$ cat src/design/ising_pkg.sv
// ************************************************
// Ising spin front end shared definitions
// Widths, APB register map and status bit layout
// ************************************************

package ising_pkg;

    // Spin vector and step counter widths
    localparam int NUM_SPIN   = 16;
    localparam int CNT_W      = 8;

    // Spin queue geometry
    localparam int FIFO_DEPTH = 4;
    localparam int PTR_W      = $clog2(FIFO_DEPTH);
    localparam int LVL_W      = $clog2(FIFO_DEPTH + 1);

    // APB bus widths
    localparam int APB_AW = 8;
    localparam int APB_DW = 32;

    // Register offsets
    localparam logic [APB_AW-1:0] REG_CTRL   = 8'h00;
    localparam logic [APB_AW-1:0] REG_CYCLES = 8'h04;
    localparam logic [APB_AW-1:0] REG_WWL    = 8'h08;
    localparam logic [APB_AW-1:0] REG_MODE   = 8'h0C;
    localparam logic [APB_AW-1:0] REG_PUSH   = 8'h10;
    localparam logic [APB_AW-1:0] REG_STATUS = 8'h14;

    // CTRL fields, bit 1 is a self-clearing configure strobe
    localparam int CTRL_EN  = 0;
    localparam int CTRL_CFG = 1;

    // STATUS fields
    localparam int STATUS_IDLE    = 0;
    localparam int STATUS_FINISH  = 1;
    localparam int STATUS_FULL    = 2;
    localparam int STATUS_LVL_LSB = 4;
    localparam int STATUS_CNT_LSB = 16;
    localparam int DONE_CNT_W     = 8;

endpackage

$ cat src/design/step_counter.sv
// ************************************************
// Step counter for the analog phase timing
// ************************************************

`timescale 1ns/1ps

module step_counter (
    input  logic                        clk_i,
    input  logic                        rst_i,
    input  logic                        en_i,
    input  logic                        load_i,
    input  logic [ising_pkg::CNT_W-1:0] limit_i,
    input  logic                        restart_i,
    output logic                        done_o
);
    import ising_pkg::*;

    logic [CNT_W-1:0] limit_q;
    logic [CNT_W-1:0] count_q;
    logic             run_q;

    // Single cycle flag, the counter then parks until restarted
    assign done_o = en_i && run_q && (count_q == limit_q);

    // Limit is captured on the configure strobe
    always_ff @(posedge clk_i) begin
        if (rst_i) begin
            limit_q <= '0;
        end else if (load_i) begin
            limit_q <= limit_i;
        end
    end

    always_ff @(posedge clk_i) begin
        if (rst_i) begin
            count_q <= '0;
            run_q   <= 1'b0;
        end else if (restart_i) begin
            count_q <= '0;
            run_q   <= 1'b1;
        end else if (done_o) begin
            run_q <= 1'b0;
        end else if (en_i && run_q) begin
            count_q <= count_q + 1'b1;
        end
    end

endmodule

$ cat src/design/spin_fifo.sv
// ************************************************
// Spin vector queue
// Circular buffer with a valid/ready pop side
// ************************************************

`timescale 1ns/1ps

module spin_fifo (
    input  logic                           clk_i,
    input  logic                           rst_i,
    input  logic                           push_valid_i,
    input  logic [ising_pkg::NUM_SPIN-1:0] push_data_i,
    output logic                           full_o,
    output logic [ising_pkg::LVL_W-1:0]    level_o,
    output logic                           pop_valid_o,
    input  logic                           pop_ready_i,
    output logic [ising_pkg::NUM_SPIN-1:0] pop_data_o
);
    import ising_pkg::*;

    logic [NUM_SPIN-1:0] mem_q [FIFO_DEPTH];
    logic [PTR_W-1:0]    wr_ptr_q;
    logic [PTR_W-1:0]    rd_ptr_q;
    logic [LVL_W-1:0]    level_q;
    logic                push;
    logic                pop;

    // Pointer advance with wrap at the last entry
    function automatic logic [PTR_W-1:0] next_ptr(input logic [PTR_W-1:0] ptr);
        if (ptr == PTR_W'(FIFO_DEPTH - 1)) begin
            return '0;
        end
        return ptr + 1'b1;
    endfunction

    assign full_o      = (level_q == LVL_W'(FIFO_DEPTH));
    assign level_o     = level_q;
    assign pop_valid_o = (level_q != '0);
    assign pop_data_o  = mem_q[rd_ptr_q];

    // Pushes onto a full queue are dropped here
    assign push = push_valid_i && !full_o;
    assign pop  = pop_valid_o && pop_ready_i;

    always_ff @(posedge clk_i) begin
        if (push) begin
            mem_q[wr_ptr_q] <= push_data_i;
        end
    end

    always_ff @(posedge clk_i) begin
        if (rst_i) begin
            wr_ptr_q <= '0;
            rd_ptr_q <= '0;
            level_q  <= '0;
        end else begin
            if (push) begin
                wr_ptr_q <= next_ptr(wr_ptr_q);
            end
            if (pop) begin
                rd_ptr_q <= next_ptr(rd_ptr_q);
            end
            // Level only moves when exactly one side is active
            if (push && !pop) begin
                level_q <= level_q + 1'b1;
            end else if (pop && !push) begin
                level_q <= level_q - 1'b1;
            end
        end
    end

endmodule

$ cat src/design/analog_rx.sv
// ************************************************
// Analog RX, pops spin vectors and drives the
// macro bitlines, wordlines and compute enables
// ************************************************

`timescale 1ns/1ps

module analog_rx (
    input  logic                           clk_i,
    input  logic                           rst_i,
    input  logic                           en_i,
    input  logic                           cfg_load_i,
    input  logic [ising_pkg::CNT_W-1:0]    cycles_write_i,
    input  logic [ising_pkg::CNT_W-1:0]    cycles_compute_i,
    input  logic [ising_pkg::NUM_SPIN-1:0] wwl_strobe_i,
    input  logic [ising_pkg::NUM_SPIN-1:0] spin_mode_i,
    input  logic                           pop_valid_i,
    output logic                           pop_ready_o,
    input  logic [ising_pkg::NUM_SPIN-1:0] pop_data_i,
    input  logic                           analog_macro_idle_i,
    output logic [ising_pkg::NUM_SPIN-1:0] spin_wwl_o,
    output logic [ising_pkg::NUM_SPIN-1:0] spin_compute_en_o,
    output logic [ising_pkg::NUM_SPIN-1:0] wbl_o,
    output logic                           rx_idle_o,
    output logic                           cmpt_finish_o
);
    import ising_pkg::*;

    logic [NUM_SPIN-1:0] wwl_mask_q;
    logic [NUM_SPIN-1:0] mode_mask_q;
    logic                ready_q;
    logic                wr_act_q;
    logic                cp_act_q;
    logic                busy;
    logic                handshake;
    logic                wr_done;
    logic                cp_done;

    // No pop is taken while disabled so queued vectors stay put
    assign pop_ready_o = ready_q && en_i;
    assign handshake   = pop_valid_i && pop_ready_o;
    assign busy        = wr_act_q || cp_act_q;
    assign rx_idle_o   = !busy;

    // Strobe and mode masks
    always_ff @(posedge clk_i) begin
        if (rst_i) begin
            wwl_mask_q  <= '0;
            mode_mask_q <= '0;
        end else if (cfg_load_i) begin
            wwl_mask_q  <= wwl_strobe_i;
            mode_mask_q <= spin_mode_i;
        end
    end

    // Ready again once both phases ended and the macro reports idle
    always_ff @(posedge clk_i) begin
        if (rst_i) begin
            ready_q <= 1'b0;
        end else if (!en_i || handshake) begin
            ready_q <= 1'b0;
        end else if (analog_macro_idle_i && !busy) begin
            ready_q <= 1'b1;
        end
    end

    // Bitline data held until the next vector
    always_ff @(posedge clk_i) begin
        if (rst_i) begin
            wbl_o <= '0;
        end else if (!en_i) begin
            wbl_o <= '0;
        end else if (handshake) begin
            wbl_o <= pop_data_i;
        end
    end

    // Write phase
    always_ff @(posedge clk_i) begin
        if (rst_i) begin
            wr_act_q   <= 1'b0;
            spin_wwl_o <= '0;
        end else if (!en_i) begin
            wr_act_q   <= 1'b0;
            spin_wwl_o <= '0;
        end else if (handshake) begin
            wr_act_q   <= 1'b1;
            spin_wwl_o <= wwl_mask_q;
        end else if (wr_done) begin
            wr_act_q   <= 1'b0;
            spin_wwl_o <= '0;
        end
    end

    // Compute phase
    always_ff @(posedge clk_i) begin
        if (rst_i) begin
            cp_act_q          <= 1'b0;
            spin_compute_en_o <= '0;
        end else if (!en_i) begin
            cp_act_q          <= 1'b0;
            spin_compute_en_o <= '0;
        end else if (handshake) begin
            cp_act_q          <= 1'b1;
            spin_compute_en_o <= mode_mask_q;
        end else if (cp_done) begin
            cp_act_q          <= 1'b0;
            spin_compute_en_o <= '0;
        end
    end

    // Finish is only raised by a compute phase that was really running
    always_ff @(posedge clk_i) begin
        if (rst_i) begin
            cmpt_finish_o <= 1'b0;
        end else if (!en_i || handshake) begin
            cmpt_finish_o <= 1'b0;
        end else if (cp_done && cp_act_q) begin
            cmpt_finish_o <= 1'b1;
        end
    end

    step_counter u_step_counter_write (
        .clk_i     (clk_i),
        .rst_i     (rst_i),
        .en_i      (en_i),
        .load_i    (cfg_load_i),
        .limit_i   (cycles_write_i),
        .restart_i (handshake),
        .done_o    (wr_done)
    );

    step_counter u_step_counter_compute (
        .clk_i     (clk_i),
        .rst_i     (rst_i),
        .en_i      (en_i),
        .load_i    (cfg_load_i),
        .limit_i   (cycles_compute_i),
        .restart_i (handshake),
        .done_o    (cp_done)
    );

endmodule

$ cat src/design/ising_ctrl.sv
// ************************************************
// APB register file and run control for the
// spin front end, counts finished computations
// ************************************************

`timescale 1ns/1ps

module ising_ctrl (
    input  logic                           clk_i,
    input  logic                           rst_i,
    input  logic                           psel_i,
    input  logic                           penable_i,
    input  logic                           pwrite_i,
    input  logic [ising_pkg::APB_AW-1:0]   paddr_i,
    input  logic [ising_pkg::APB_DW-1:0]   pwdata_i,
    output logic [ising_pkg::APB_DW-1:0]   prdata_o,
    output logic                           pready_o,
    output logic                           pslverr_o,
    output logic                           en_o,
    output logic                           cfg_load_o,
    output logic [ising_pkg::CNT_W-1:0]    cycles_write_o,
    output logic [ising_pkg::CNT_W-1:0]    cycles_compute_o,
    output logic [ising_pkg::NUM_SPIN-1:0] wwl_strobe_o,
    output logic [ising_pkg::NUM_SPIN-1:0] spin_mode_o,
    output logic                           push_valid_o,
    output logic [ising_pkg::NUM_SPIN-1:0] push_data_o,
    input  logic                           fifo_full_i,
    input  logic [ising_pkg::LVL_W-1:0]    fifo_level_i,
    input  logic                           rx_idle_i,
    input  logic                           cmpt_finish_i
);
    import ising_pkg::*;

    logic                  access;
    logic                  addr_ok;
    logic                  apb_err;
    logic                  wr_en;
    logic                  en_q;
    logic                  cfg_load_q;
    logic [2*CNT_W-1:0]    cycles_q;
    logic [NUM_SPIN-1:0]   wwl_q;
    logic [NUM_SPIN-1:0]   mode_q;
    logic                  finish_q;
    logic [DONE_CNT_W-1:0] done_cnt_q;
    logic [APB_DW-1:0]     status;

    // Zero wait state slave
    assign access    = psel_i && penable_i;
    assign pready_o  = 1'b1;
    assign pslverr_o = access && apb_err;
    assign wr_en     = access && pwrite_i && !apb_err;

    always_comb begin
        case (paddr_i)
            REG_CTRL, REG_CYCLES, REG_WWL, REG_MODE, REG_PUSH, REG_STATUS: addr_ok = 1'b1;
            default: addr_ok = 1'b0;
        endcase
        // STATUS is read-only, PUSH is refused on a full queue
        apb_err = !addr_ok
                || (pwrite_i && (paddr_i == REG_STATUS))
                || (pwrite_i && (paddr_i == REG_PUSH) && fifo_full_i);
    end

    always_comb begin
        status                               = '0;
        status[STATUS_IDLE]                  = rx_idle_i;
        status[STATUS_FINISH]                = cmpt_finish_i;
        status[STATUS_FULL]                  = fifo_full_i;
        status[STATUS_LVL_LSB +: LVL_W]      = fifo_level_i;
        status[STATUS_CNT_LSB +: DONE_CNT_W] = done_cnt_q;
    end

    // Read mux, PUSH reads as zero
    always_comb begin
        prdata_o = '0;
        case (paddr_i)
            REG_CTRL:   prdata_o[CTRL_EN] = en_q;
            REG_CYCLES: prdata_o[2*CNT_W-1:0] = cycles_q;
            REG_WWL:    prdata_o[NUM_SPIN-1:0] = wwl_q;
            REG_MODE:   prdata_o[NUM_SPIN-1:0] = mode_q;
            REG_STATUS: prdata_o = status;
            default:    prdata_o = '0;
        endcase
    end

    always_ff @(posedge clk_i) begin
        if (rst_i) begin
            en_q       <= 1'b0;
            cfg_load_q <= 1'b0;
            cycles_q   <= '0;
            wwl_q      <= '0;
            mode_q     <= '0;
        end else begin
            cfg_load_q <= 1'b0;
            if (wr_en) begin
                case (paddr_i)
                    REG_CTRL: begin
                        en_q       <= pwdata_i[CTRL_EN];
                        cfg_load_q <= pwdata_i[CTRL_CFG];
                    end
                    REG_CYCLES: cycles_q <= pwdata_i[2*CNT_W-1:0];
                    REG_WWL:    wwl_q    <= pwdata_i[NUM_SPIN-1:0];
                    REG_MODE:   mode_q   <= pwdata_i[NUM_SPIN-1:0];
                    default: ;
                endcase
            end
        end
    end

    // Completion counter on the rising edge of finish
    always_ff @(posedge clk_i) begin
        if (rst_i) begin
            finish_q   <= 1'b0;
            done_cnt_q <= '0;
        end else begin
            finish_q <= cmpt_finish_i;
            if (cmpt_finish_i && !finish_q) begin
                done_cnt_q <= done_cnt_q + 1'b1;
            end
        end
    end

    assign en_o             = en_q;
    assign cfg_load_o       = cfg_load_q;
    assign cycles_write_o   = cycles_q[CNT_W-1:0];
    assign cycles_compute_o = cycles_q[2*CNT_W-1:CNT_W];
    assign wwl_strobe_o     = wwl_q;
    assign spin_mode_o      = mode_q;

    // Push lasts for the single access cycle of the transfer
    assign push_valid_o = wr_en && (paddr_i == REG_PUSH);
    assign push_data_o  = pwdata_i[NUM_SPIN-1:0];

endmodule

$ cat src/design/ising_top.sv
// ************************************************
// Ising spin update front end top level
// ************************************************

`timescale 1ns/1ps

module ising_top (
    input  logic                           clk_i,
    input  logic                           rst_i,
    input  logic                           psel_i,
    input  logic                           penable_i,
    input  logic                           pwrite_i,
    input  logic [ising_pkg::APB_AW-1:0]   paddr_i,
    input  logic [ising_pkg::APB_DW-1:0]   pwdata_i,
    output logic [ising_pkg::APB_DW-1:0]   prdata_o,
    output logic                           pready_o,
    output logic                           pslverr_o,
    input  logic                           analog_macro_idle_i,
    output logic [ising_pkg::NUM_SPIN-1:0] spin_wwl_o,
    output logic [ising_pkg::NUM_SPIN-1:0] spin_compute_en_o,
    output logic [ising_pkg::NUM_SPIN-1:0] wbl_o
);
    import ising_pkg::*;

    // Control to receiver
    logic                en;
    logic                cfg_load;
    logic [CNT_W-1:0]    cycles_write;
    logic [CNT_W-1:0]    cycles_compute;
    logic [NUM_SPIN-1:0] wwl_strobe;
    logic [NUM_SPIN-1:0] spin_mode;
    logic                rx_idle;
    logic                cmpt_finish;

    // Queue push and pop sides
    logic                push_valid;
    logic [NUM_SPIN-1:0] push_data;
    logic                fifo_full;
    logic [LVL_W-1:0]    fifo_level;
    logic                pop_valid;
    logic                pop_ready;
    logic [NUM_SPIN-1:0] pop_data;

    ising_ctrl u_ctrl (
        .clk_i            (clk_i),
        .rst_i            (rst_i),
        .psel_i           (psel_i),
        .penable_i        (penable_i),
        .pwrite_i         (pwrite_i),
        .paddr_i          (paddr_i),
        .pwdata_i         (pwdata_i),
        .prdata_o         (prdata_o),
        .pready_o         (pready_o),
        .pslverr_o        (pslverr_o),
        .en_o             (en),
        .cfg_load_o       (cfg_load),
        .cycles_write_o   (cycles_write),
        .cycles_compute_o (cycles_compute),
        .wwl_strobe_o     (wwl_strobe),
        .spin_mode_o      (spin_mode),
        .push_valid_o     (push_valid),
        .push_data_o      (push_data),
        .fifo_full_i      (fifo_full),
        .fifo_level_i     (fifo_level),
        .rx_idle_i        (rx_idle),
        .cmpt_finish_i    (cmpt_finish)
    );

    spin_fifo u_fifo (
        .clk_i        (clk_i),
        .rst_i        (rst_i),
        .push_valid_i (push_valid),
        .push_data_i  (push_data),
        .full_o       (fifo_full),
        .level_o      (fifo_level),
        .pop_valid_o  (pop_valid),
        .pop_ready_i  (pop_ready),
        .pop_data_o   (pop_data)
    );

    analog_rx u_rx (
        .clk_i               (clk_i),
        .rst_i               (rst_i),
        .en_i                (en),
        .cfg_load_i          (cfg_load),
        .cycles_write_i      (cycles_write),
        .cycles_compute_i    (cycles_compute),
        .wwl_strobe_i        (wwl_strobe),
        .spin_mode_i         (spin_mode),
        .pop_valid_i         (pop_valid),
        .pop_ready_o         (pop_ready),
        .pop_data_i          (pop_data),
        .analog_macro_idle_i (analog_macro_idle_i),
        .spin_wwl_o          (spin_wwl_o),
        .spin_compute_en_o   (spin_compute_en_o),
        .wbl_o               (wbl_o),
        .rx_idle_o           (rx_idle),
        .cmpt_finish_o       (cmpt_finish)
    );

endmodule

$ cat config.mk
export PLATFORM = sky130hd
export DESIGN_NAME = ising_top
export DESIGN_NICKNAME = d
export VERILOG_FILES = /design/src/design/ising_pkg.sv /design/src/design/step_counter.sv /design/src/design/spin_fifo.sv /design/src/design/analog_rx.sv /design/src/design/ising_ctrl.sv /design/src/design/ising_top.sv
export SDC_FILE = /design/constraint.sdc
export NUM_CORES = 1
export LEC_CHECK = 0
export ABC_AREA = 1
export BUFFER_PORTS_ARGS = -buffer_cell sky130_fd_sc_hd__buf_2
export CAP_MARGIN = 5
export CELL_PAD_IN_SITES_DETAIL_PLACEMENT = 0
export CELL_PAD_IN_SITES_GLOBAL_PLACEMENT = 2
export CORE_MARGIN = 5
export CORE_UTILIZATION = 37
export CTS_CLUSTER_SIZE = 10
export DETAILED_ROUTE_END_ITERATION = 10
export PLACE_DENSITY_LB_ADDON = 0.1
export SLEW_MARGIN = 20
export SYNTH_ARGS = -nofsm -noshare
export SYNTH_HDL_FRONTEND = slang
export SYNTH_HIERARCHICAL = 1
export SYNTH_SLANG_ARGS = --single-unit
export TNS_END_PERCENT = 1
$ cat constraint.sdc
create_clock -name clk_i -period 8.6 [get_ports clk_i]
set_clock_uncertainty 0.1 [all_clocks]
set_input_delay 1.72 -clock clk_i [delete_from_list [all_inputs] [get_ports clk_i]]
set_output_delay 1.72 -clock clk_i [all_outputs]
set_load 0.02 [all_outputs]
# After elaboration in Yosys (flattened, before gate mapping)
# Memories as Yosys holds them, arrays and structs flattened. A register that Yosys moved wholly into a read port is not among the register bits.
# Index checks and enable logic that the tools add are counted.
[totals] ff_bits=168 input_bits=46 mem_bits_ro=0 ram_bits=64 n_memories=1 latchBits=0
[mem_list] name="u_fifo.mem_q" words=4 word_bits=16 rd=1 rd_ports_with_merged_regs=1 write_ports=1 line_no="spin_fifo.sv:21" text="logic [NUM_SPIN-1:0] mem_q [FIFO_DEPTH];"
[op_classes] div=0 bitwise=5 n_lt_le_gt_ge=0 eq_ne=10 mul=0 reduce_logical=48 n_shift=0 n_mux=26 add_sub_neg=7
[op_table] cell="16-bit 2-to-1 mux" count=4
[op_table] cell="15-bit one-hot mux with 4 select lines" count=1
[op_table] cell="8-bit by 1-bit adder with 8-bit output (second input constant)" count=3
[op_table] cell="1-bit logical AND" count=20
[op_table] cell="8-bit by 4-bit == test with 1-bit output (second input constant)" count=2
[op_table] cell="8-bit by 5-bit == test with 1-bit output (second input constant)" count=2
[op_table] cell="8-bit == test" count=2
[op_table] cell="1-bit 2-to-1 mux" count=13
[op_table] cell="2-bit AND reduction" count=6
[op_table] cell="8-bit by 3-bit == test with 1-bit output (second input constant)" count=1
[op_table] cell="1-bit logical NOT" count=8
[op_table] cell="8-bit logical NOT" count=1
[op_table] cell="2-bit 2-to-1 mux" count=4
[op_table] cell="8-bit 2-to-1 mux" count=1
[op_table] cell="3-bit 2-to-1 mux" count=2
[op_table] cell="2-bit nonzero test" count=3
[op_table] cell="2-bit OR reduction" count=3
[op_table] cell="6-bit OR reduction" count=1
[op_table] cell="1-bit NOT" count=5
[op_table] cell="1-bit one-hot mux with 5 select lines" count=1
[op_table] cell="2-bit by 1-bit adder with 2-bit output (second input constant)" count=2
[op_table] cell="2-bit == test (second input constant)" count=2
[op_table] cell="1-bit logical OR" count=4
[op_table] cell="3-bit by 1-bit adder with 3-bit output (second input constant)" count=1
[op_table] cell="other kinds (4)" count=4

# Depth between registers and ports, before layout
# Gate-level depths: netlist of run 1.
[logic_depth] ltp_word=14 ltp_mapped=19 mapped_depth_nobuf=18

# By module
# Netlist of run 1, hierarchy kept.
[modules_own_cells] module="ising_ctrl" cells_per_inst=574 area_per_inst_um2=3668.5 n_inst=1
[modules_own_cells] module="analog_rx" cells_per_inst=377 area_per_inst_um2=3136.8 n_inst=1
[modules_own_cells] module="spin_fifo" cells_per_inst=224 area_per_inst_um2=2855.2 n_inst=1
[modules_own_cells] module="step_counter" cells_per_inst=127 area_per_inst_um2=895.9 n_inst=2

# Worst setup path after synthesis of run 1
# Ideal clock, no wire load.
[synth_path] kind="input to output" from="in paddr_i[1] (netlist bit)" to="out prdata_o[4] (netlist bit)" path_buffers=1 path_slack_ns=3.845 cell_stages=6 arrival_ns=2.935 cell_sequence="nor2_4 -> nand2_1 -> nor3_2 -> inv_1 -> buf_2 -> o221ai_1"
[synth_via] elab_chain_len=2 word_cells_on_any_way=5 cone_classes="4 x eq/ne; 1 x mux"
[synth_lines] element="start, declared" line_no="ising_top.sv:13" text="input logic [ising_pkg::APB_AW-1:0] paddr_i,"
[synth_lines] element="8-bit by 5-bit == test with 1-bit output (tied with other cells)" line_no="ising_ctrl.sv:76" text="case (paddr_i)"
[synth_lines] element="15-bit one-hot mux with 4 select lines *" line_no="ising_ctrl.sv:76"
[synth_lines] element="end, declared" line_no="ising_top.sv:15" text="output logic [ising_pkg::APB_DW-1:0] prdata_o,"
# Every way passes the cells marked *; elsewhere a longest branch is shown, timed or not.

# Worst setup path after layout of run 1
[layout_path] from="in paddr_i[1] (netlist bit)" to="out prdata_o[6] (netlist bit)"
# Same word-level chain as after synthesis.

==> key figures, run 1 <==
CTS
  • H-tree depth: 1
  • Worst-Skew Late Latency: 0.55 ns
  • Clock sinks: 250
  • Post_cts resized: 0
  • CTS tree: done
  • Largest buffer count on any clock path: 3
  • Clock Tree Root: clkbuf_16
  • Clk slew on worst S/H paths: 0.05 ns
  • CTS Hold Bufs: 0
  • CTS Buf Count: 30
  • Post-CTS setup buffers: 0

Global routing
  • Global-route wire length before repair: 51800 um
  • GRT Overall Usage: 18.9%
  • Largest net degree at the start of global routing: 55
  • Vias in the first global route: 9033
  • GRT Residual Overflow: 0
  • Initial antenna violation count: 0

STA
  • Fmax achieved: 182 MHz
  • Setup TNS: 0 ns
  • Period Utilization, post-route: 64.0%
  • Final Hold Vio Count: 0
  • Unrepaired setup endpoints after global routing: no
  • Final Max Slew Viols: 0
  • Relative slew slack: 24.6%
  • Min Tclk post-route: 5.50 ns
  • Setup Viol. Count Final: 0
  • Worst-margin pin slew: 1.13 ns
  • Fin Hold WS: 0.361 ns

Detailed routing
  • Vias per inst: 4.91
  • DRT Pass-1 Iters: 5
  • Detailed Route WL: 32500 um
  • Post-route DRC violation count: 0
  • Initial DRC Count: 473
  • DR vias: 9282
  • Routed length per instance: 17.2 um
  • DRT antenna net count: 0

Finish
  • Fillers: 3161
  • N_diodes: 0
  • Synth-to-Final Area Change: 12.7%
  • Storage cell area: 0.00565 mm2
  • Footprint of the multi-input gates: 0.00453 mm2
  • Layout cell share with drive strength beyond 1: 16.6%
  • Fin nets: 1536
  • Post-Layout Cell Count: 1892

Place
  • DPL Wire Length: 22000 um
  • Port bufs: 102
  • DP Cell Count: 1844
  • GPL Wtd Cong: 0.779

Critical path
  • CP startpoint kind: input pin
  • Bufs and invs on worst path: 3
  • CP arrival: 3.68 ns
  • Crit-path leading delay family: simple AND/OR/NAND/NOR gates
  • Instance count on the critical path: 7
  • Setup Crit Path Kind: input pin to primary output
  • FF-to-FF path depth: 10
  • Crit-path max cell delay: 0.74 ns
  • Critical Path RT: 6.78 ns
  • Crit-path max FO: 10
  • Most frequent CP cell: buf_2
  • CP Capture Type: primary output
  • CP cell instances: buf_2 > nor2_4 > nand2_1 > nor3_2 > inv_1 > o221ai_1 > buf_2
  • Slowest library cell on the worst path: nor3_2

Run
  • Max cap viols: 0

Logic synthesis
  • Yosys warning total: 6
  • Synthesized flop and latch total: 250
  • Netlist Area Pre-Place: 0.0115 mm2
  • Synth cell types: 42
  • Post-synthesis adder-cell area fraction: 1.16%
  • Post-synthesis compound-gate area fraction: 9.94%
  • Mapped Cells: 1429
  • Register area share after synthesis: 49.3%
  • Syn_area_per_cell: 8.01 um2
  • Largest family of logic cells by synthesized area: simple AND/OR/NAND/NOR gates
  • Post-synthesis mux area share: 0%
  • XOR/XNOR Fraction of Synth Area: 1.45%
  • Post-Synth Simple-Gate Area: 26.6%

Floorplan
  • Site row count: 64
  • Die Y-Extent: 186 um
  • Die width: 186 um
  • Top-level port count: 128
  • Initial core utilization: 37.4%
  • DIE AREA: 0.0346 mm2
  • Core ar.: 0.0306 mm2

Worst hold path
  • HP Class: flip-flop to flip-flop
  • Hold Crit Depth: 2

Power
  • Leak: 5.36 nW
  • Peak VDD IR: 130 uV
  • Tot Pwr: 2.46 mW
  • PwrDens: 191 mW/mm2

Outcome
  • Outcome: finished, final reports clean
## flip-flops by register name, indices dropped and copies added (netlist names), 2 cells and up, named ones only
register / flops
u_rx/u_step_counter_compute/limit_q: 8
u_rx/mode_mask_q: 16
u_rx/u_step_counter_write/limit_q: 8
u_fifo/rd_ptr_q: 2
u_rx/u_step_counter_write/count_q: 8
u_fifo/wr_ptr_q: 2
u_rx/spin_compute_en_o: 16
u_rx/wbl_o: 16
u_ctrl/cycles_q: 16
u_rx/u_step_counter_compute/count_q: 8
u_fifo/mem_q: 64
u_ctrl/spin_mode_o: 16
u_rx/wwl_mask_q: 16
u_ctrl/wwl_strobe_o: 16
u_ctrl/done_cnt_q: 8
u_rx/spin_wwl_o: 16
u_fifo/level_o: 3
## per-stage QoR
step | area, um2 | utilization (%) | setup slack, ns
CTS | 12900 | 42.2 | 3.11
global placement | 12000 | 39.2 | 3.15
finish | 12900 | 42.2 | 3.10
global route | 12900 | 42.2 | 2.97
floorplan | 11500 | - | 3.85
detailed placement | 12000 | 39.2 | 3.11
## layout make-up
type | instances | area share [%]
sequential | 250 | 43.8
multi-input combinational | 894 | 35.1
clock buffer | 46 | 6.84
inverter | 192 | 5.61
timing repair buffer | 112 | 4.54
tap | 396 | 3.84
clock inverter | 2 | 0.272
## synthesized netlist by cell type, drive strengths merged
cell type  count  share of area (%)
nand3         68                3.2
nand3b         6               0.39
ha             9               0.98
a22oi          2               0.13
nor4           1              0.055
xnor2         10               0.76
xor2           9               0.69
dfxtp        186                 33
nand4         86                5.1
o21a           1              0.066
nor2         233                8.2
o221ai        15                1.1
and3           2               0.11
edfxtp        64                 17
nand2        246                8.9
buf           81                4.6
clkinv         2              0.066
conb           2              0.066
a21oi         86                4.1
clkbuf        19               0.62
inv          190                6.2
o22ai         16               0.87
nor3          10               0.52
o21ai         84                3.7
fa             1               0.17
## tightest hold or removal path: stages (launching register included)
cell,delay (ns)
dfxtp_1,0.30
nand2_1,0.06
a21oi_1,0.06
## cells by family after synthesis
group           Yosys count
other cells               2
xor+xnor                 19
compound gates          204
fa+ha+maj                10
flops                   250
buf+inv                 292
simple gates            652
## final timing paths
path / startpoint / to / slack [ns]
setup / recovery: paddr_i[1] / prdata_o[6] / 3.10
hold / removal: u_rx/wbl_o[4]$_SDFFE_PP0P_ / u_rx/wbl_o[4]$_SDFFE_PP0P_ / 0.36
setup reg to reg: u_fifo/level_o[0]$_SDFFE_PP0P_ / u_fifo/mem_q[0][2]$_DFFE_PP_ / 5.36
hold reg to reg: u_rx/wbl_o[4]$_SDFFE_PP0P_ / u_rx/wbl_o[4]$_SDFFE_PP0P_ / 0.36
## routing by layer
metal	global-route usage [%]	part of all wire, %
met5	0	0
met4	3.85	1.6
met3	2.58	4.6
met2	30.4	45
met1	27.3	49
## layout by cell type, fill, tap and decap left out, types with 15 or more instances in the layout
cell,count
nand2_2,29
nand2_1,213
o21ai_1,29
buf_2,102
edfxtp_1,64
nand3_1,65
nor2_1,217
dfxtp_1,186
nand4_1,83
inv_1,159
inv_2,30
a21oi_1,77
clkbuf_16,31
o22ai_1,16
o221ai_1,15
o21ai_0,55
## report_power, final
group          switching, mW  internal [mW]
clock                  0.475          0.722
combinational         0.0447         0.0129
sequential        0.00000660           1.21
total                  0.519           1.94
(Power assumes the default switching activity.)
==> run 2, diff against run 1 <==
CORE_UTILIZATION = 31   (was 37)
clock period = 4.65 ns   (was 8.6 ns; I/O delays follow)
==> run 2 against run 1 <==
Clock-buffer cell count increased by 6; wire length grew 7.0%; global-route usage fell by 2.2 points; cell count is 4.6% higher; critical endpoint is now prdata_o[0].
==> key figures, run 2 (synthesis results as in run 1) <==
Outcome
  • Outcome: finished, final reports clean (unchanged)

Detailed routing
  • DRT antenna net count: 0 (unchanged)
  • Routed length per instance: 17.6 um (was 17.2 um)
  • Detailed Route WL: 34800 um (was 32500 um)
  • DR vias: 9214 (was 9282)
  • Post-route DRC violation count: 0 (unchanged)
  • Initial DRC Count: 461 (was 473)
  • Vias per inst: 4.66 (was 4.91)
  • DRT Pass-1 Iters: 5 (unchanged)

Global routing
  • GR peak layer: met2 (unchanged)
  • GRT Overall Usage: 16.7% (was 18.9%)
  • Met1 usage: 23.9% (was 27.3%)
  • Largest net degree at the start of global routing: 55 (unchanged)
  • Met3 Track Usage GR: 2.53% (was 2.58%)
  • Global-route wire length before repair: 54600 um (was 51800 um)
  • GR Util met2: 27.1% (was 30.4%)
  • Initial antenna violation count: 0 (unchanged)
  • Vias in the first global route: 9044 (was 9033)
  • GRT Residual Overflow: 0 (unchanged)

CTS
  • Worst-Skew Late Latency: 0.56 ns (was 0.55 ns)
  • Clk slew on worst S/H paths: 0.06 ns (was 0.05 ns)
  • Post-CTS setup buffers: 0 (unchanged)
  • CTS Buf Count: 31 (was 30)
  • Clock sinks: 250 (unchanged)
  • Post_cts resized: 0 (unchanged)
  • CTS tree: done (unchanged)
  • Clock Tree Root: clkbuf_16 (unchanged)
  • H-tree depth: 1 (unchanged)
  • Largest buffer count on any clock path: 3 (unchanged)
  • CTS Hold Bufs: 0 (unchanged)

Critical path
  • Setup Crit Path Kind: input pin to primary output (unchanged)
  • CP startpoint kind: input pin (unchanged)
  • Critical R2R Launch: u_ctrl/en_o$_SDFFE_PP0P_ (was u_fifo/level_o[0]$_SDFFE_PP0P_)
  • Crit path to: prdata_o[0] (was prdata_o[6])
  • CP arrival: 2.62 ns (was 3.68 ns)
  • FF-to-FF path depth: 6 (was 10)
  • Instance count on the critical path: 9 (was 7)
  • Slowest library cell on the worst path: nand3_1 (was nor3_2)
  • FF-to-FF setup slack: 1.86 ns (was 5.36 ns)
  • Bufs and invs on worst path: 2 (was 3)
  • Crit-path max cell delay: 0.42 ns (was 0.74 ns)
  • Reg-to-Reg End: u_rx/u_step_counter_compute/count_q[1]$_SDFFE_PP0P_ (was u_fifo/mem_q[0][2]$_DFFE_PP_)
  • CP cell instances: buf_2 > nor2_4 > nand3_4 > nor2_1 > nand3_1 > o21ai_0 > a21oi_1 > nand3_1 > buf_2 (was buf_2 > nor2_4 > nand2_1 > nor3_2 > inv_1 > o221ai_1 > buf_2)
  • Crit-path leading delay family: simple AND/OR/NAND/NOR gates (unchanged)
  • Critical Path RT: 3.62 ns (was 6.78 ns)
  • CP Capture Type: primary output (unchanged)
  • Worst Setup SP: paddr_i[7] (was paddr_i[1])
  • Crit-path max FO: 11 (was 10)

Power
  • Peak VDD IR: 259 uV (was 130 uV)
  • Leak: 5.42 nW (was 5.36 nW)
  • PwrDens: 354 mW/mm2 (was 191 mW/mm2)
  • Tot Pwr: 4.63 mW (was 2.46 mW)

STA
  • Setup TNS: 0 ns (unchanged)
  • Fmax achieved: 274 MHz
  • Relative slew slack: 31.5% (was 24.6%)
  • Setup Viol. Count Final: 0 (unchanged)
  • Min Tclk post-route: 3.65 ns
  • Final Max Slew Viols: 0 (unchanged)
  • Worst-margin pin slew: 1.03 ns (was 1.13 ns)
  • Unrepaired setup endpoints after global routing: no (unchanged)
  • Final Hold Vio Count: 0 (unchanged)
  • Period Utilization, post-route: 78.4%

Place
  • DP Cell Count: 1924 (was 1844)
  • DPL Wire Length: 23800 um (was 22000 um)
  • GPL Wtd Cong: 0.768 (was 0.779)
  • Port bufs: 102 (unchanged)

Floorplan
  • DIE AREA: 0.0409 mm2 (was 0.0346 mm2)
  • Core ar.: 0.0365 mm2 (was 0.0306 mm2)
  • Top-level port count: 128 (unchanged)
  • Die Y-Extent: 202 um (was 186 um)
  • Initial core utilization: 31.4% (was 37.4%)
  • Site row count: 70 (was 64)
  • Die width: 202 um (was 186 um)

Finish
  • Post-Layout Cell Count: 1979 (was 1892)
  • Synth-to-Final Area Change: 14.2% (was 12.7%)
  • Largest reg by FF count: u_fifo/mem_q (unchanged)
  • Most frequent cells in the layout: nor2_1, nand2_1, dfxtp_1 (unchanged)
  • Commonest non-fill, non-tap cell in the layout: nor2_1 (unchanged)
  • Core Util, Final: 35.8% (was 42.2%)
  • N_diodes: 0 (unchanged)
  • Layout cell share with drive strength beyond 1: 16.9% (was 16.6%)
  • Max reg flops: 64 (unchanged)
  • Fin nets: 1545 (was 1536)

Worst hold path
  • HP Class: flip-flop to flip-flop (unchanged)

Run
  • Max cap viols: 0 (unchanged)
[run 2: layer usage]
metal | part of all wire (%) | vias to the layer above
li1 | - | 4747
met1 | 50 | 4289
met2 | 45 | 142
met3 | 3.9 | 36
met4 | 1.4 | 0
met5 | 0 | -
[run 2: worst min path at each step]
stage                                                                 to  cells after the start                                           start
after detailed placement                      u_rx/wbl_o[0]$_SDFFE_PP0P_                      2                      u_rx/wbl_o[0]$_SDFFE_PP0P_
after global routing                         u_rx/wbl_o[15]$_SDFFE_PP0P_                      2                     u_rx/wbl_o[15]$_SDFFE_PP0P_
after floorplan           u_rx/u_step_counter_compute/run_q$_SDFFE_PP0P_                      2  u_rx/u_step_counter_compute/run_q$_SDFFE_PP0P_
after global placement      u_rx/u_step_counter_write/run_q$_SDFFE_PP0P_                      2    u_rx/u_step_counter_write/run_q$_SDFFE_PP0P_
after CTS                                     u_rx/wbl_o[0]$_SDFFE_PP0P_                      2                      u_rx/wbl_o[0]$_SDFFE_PP0P_
final                                         u_rx/wbl_o[3]$_SDFFE_PP0P_                      2                      u_rx/wbl_o[3]$_SDFFE_PP0P_
[run 2: cell type report]
| cell class | instances | area (um2) |
|---|---|---|
| Clock inverter | 3 | 43.8 |
| Inverter | 192 | 723 |
| Clock buffer | 52 | 915 |
| Fill cell | 3870 | 23400 |
| Sequential cell | 250 | 5650 |
| Tap cell | 468 | 586 |
| Timing Repair Buffer | 120 | 646 |
| Multi-Input combinational cell | 894 | 4520 |
[run 2: metrics by stage]
stage	instance area, um2	worst slack (ns)	hold WS [ns]
finish	13100	1.00	0.358
global route	13100	0.832	0.377
CTS	13100	0.971	0.361
detailed placement	12100	0.970	0.352
global placement	12100	0.952	0.350
floorplan	11500	1.38	0.335
[run 2: report_power, final]
| group | total [mW] | switching (mW) | internal [mW] |
|---|---|---|---|
| combinational | 0.108 | 0.0841 | 0.0244 |
| clock | 2.30 | 0.921 | 1.37 |
| sequential | 2.23 | 0.0000123 | 2.23 |
[run 2: worst reg2reg max path, delay by kind of cell, from the launching register on]
| kind | cells | cell delay (ns) |
|---|---|---|
| AOI/OAI and AO/OA | 1 | 0.08 |
| buffers and inverters | 3 | 1.26 |
| DFF | 1 | 0.42 |
| and+or+nand+nor | 2 | 0.80 |
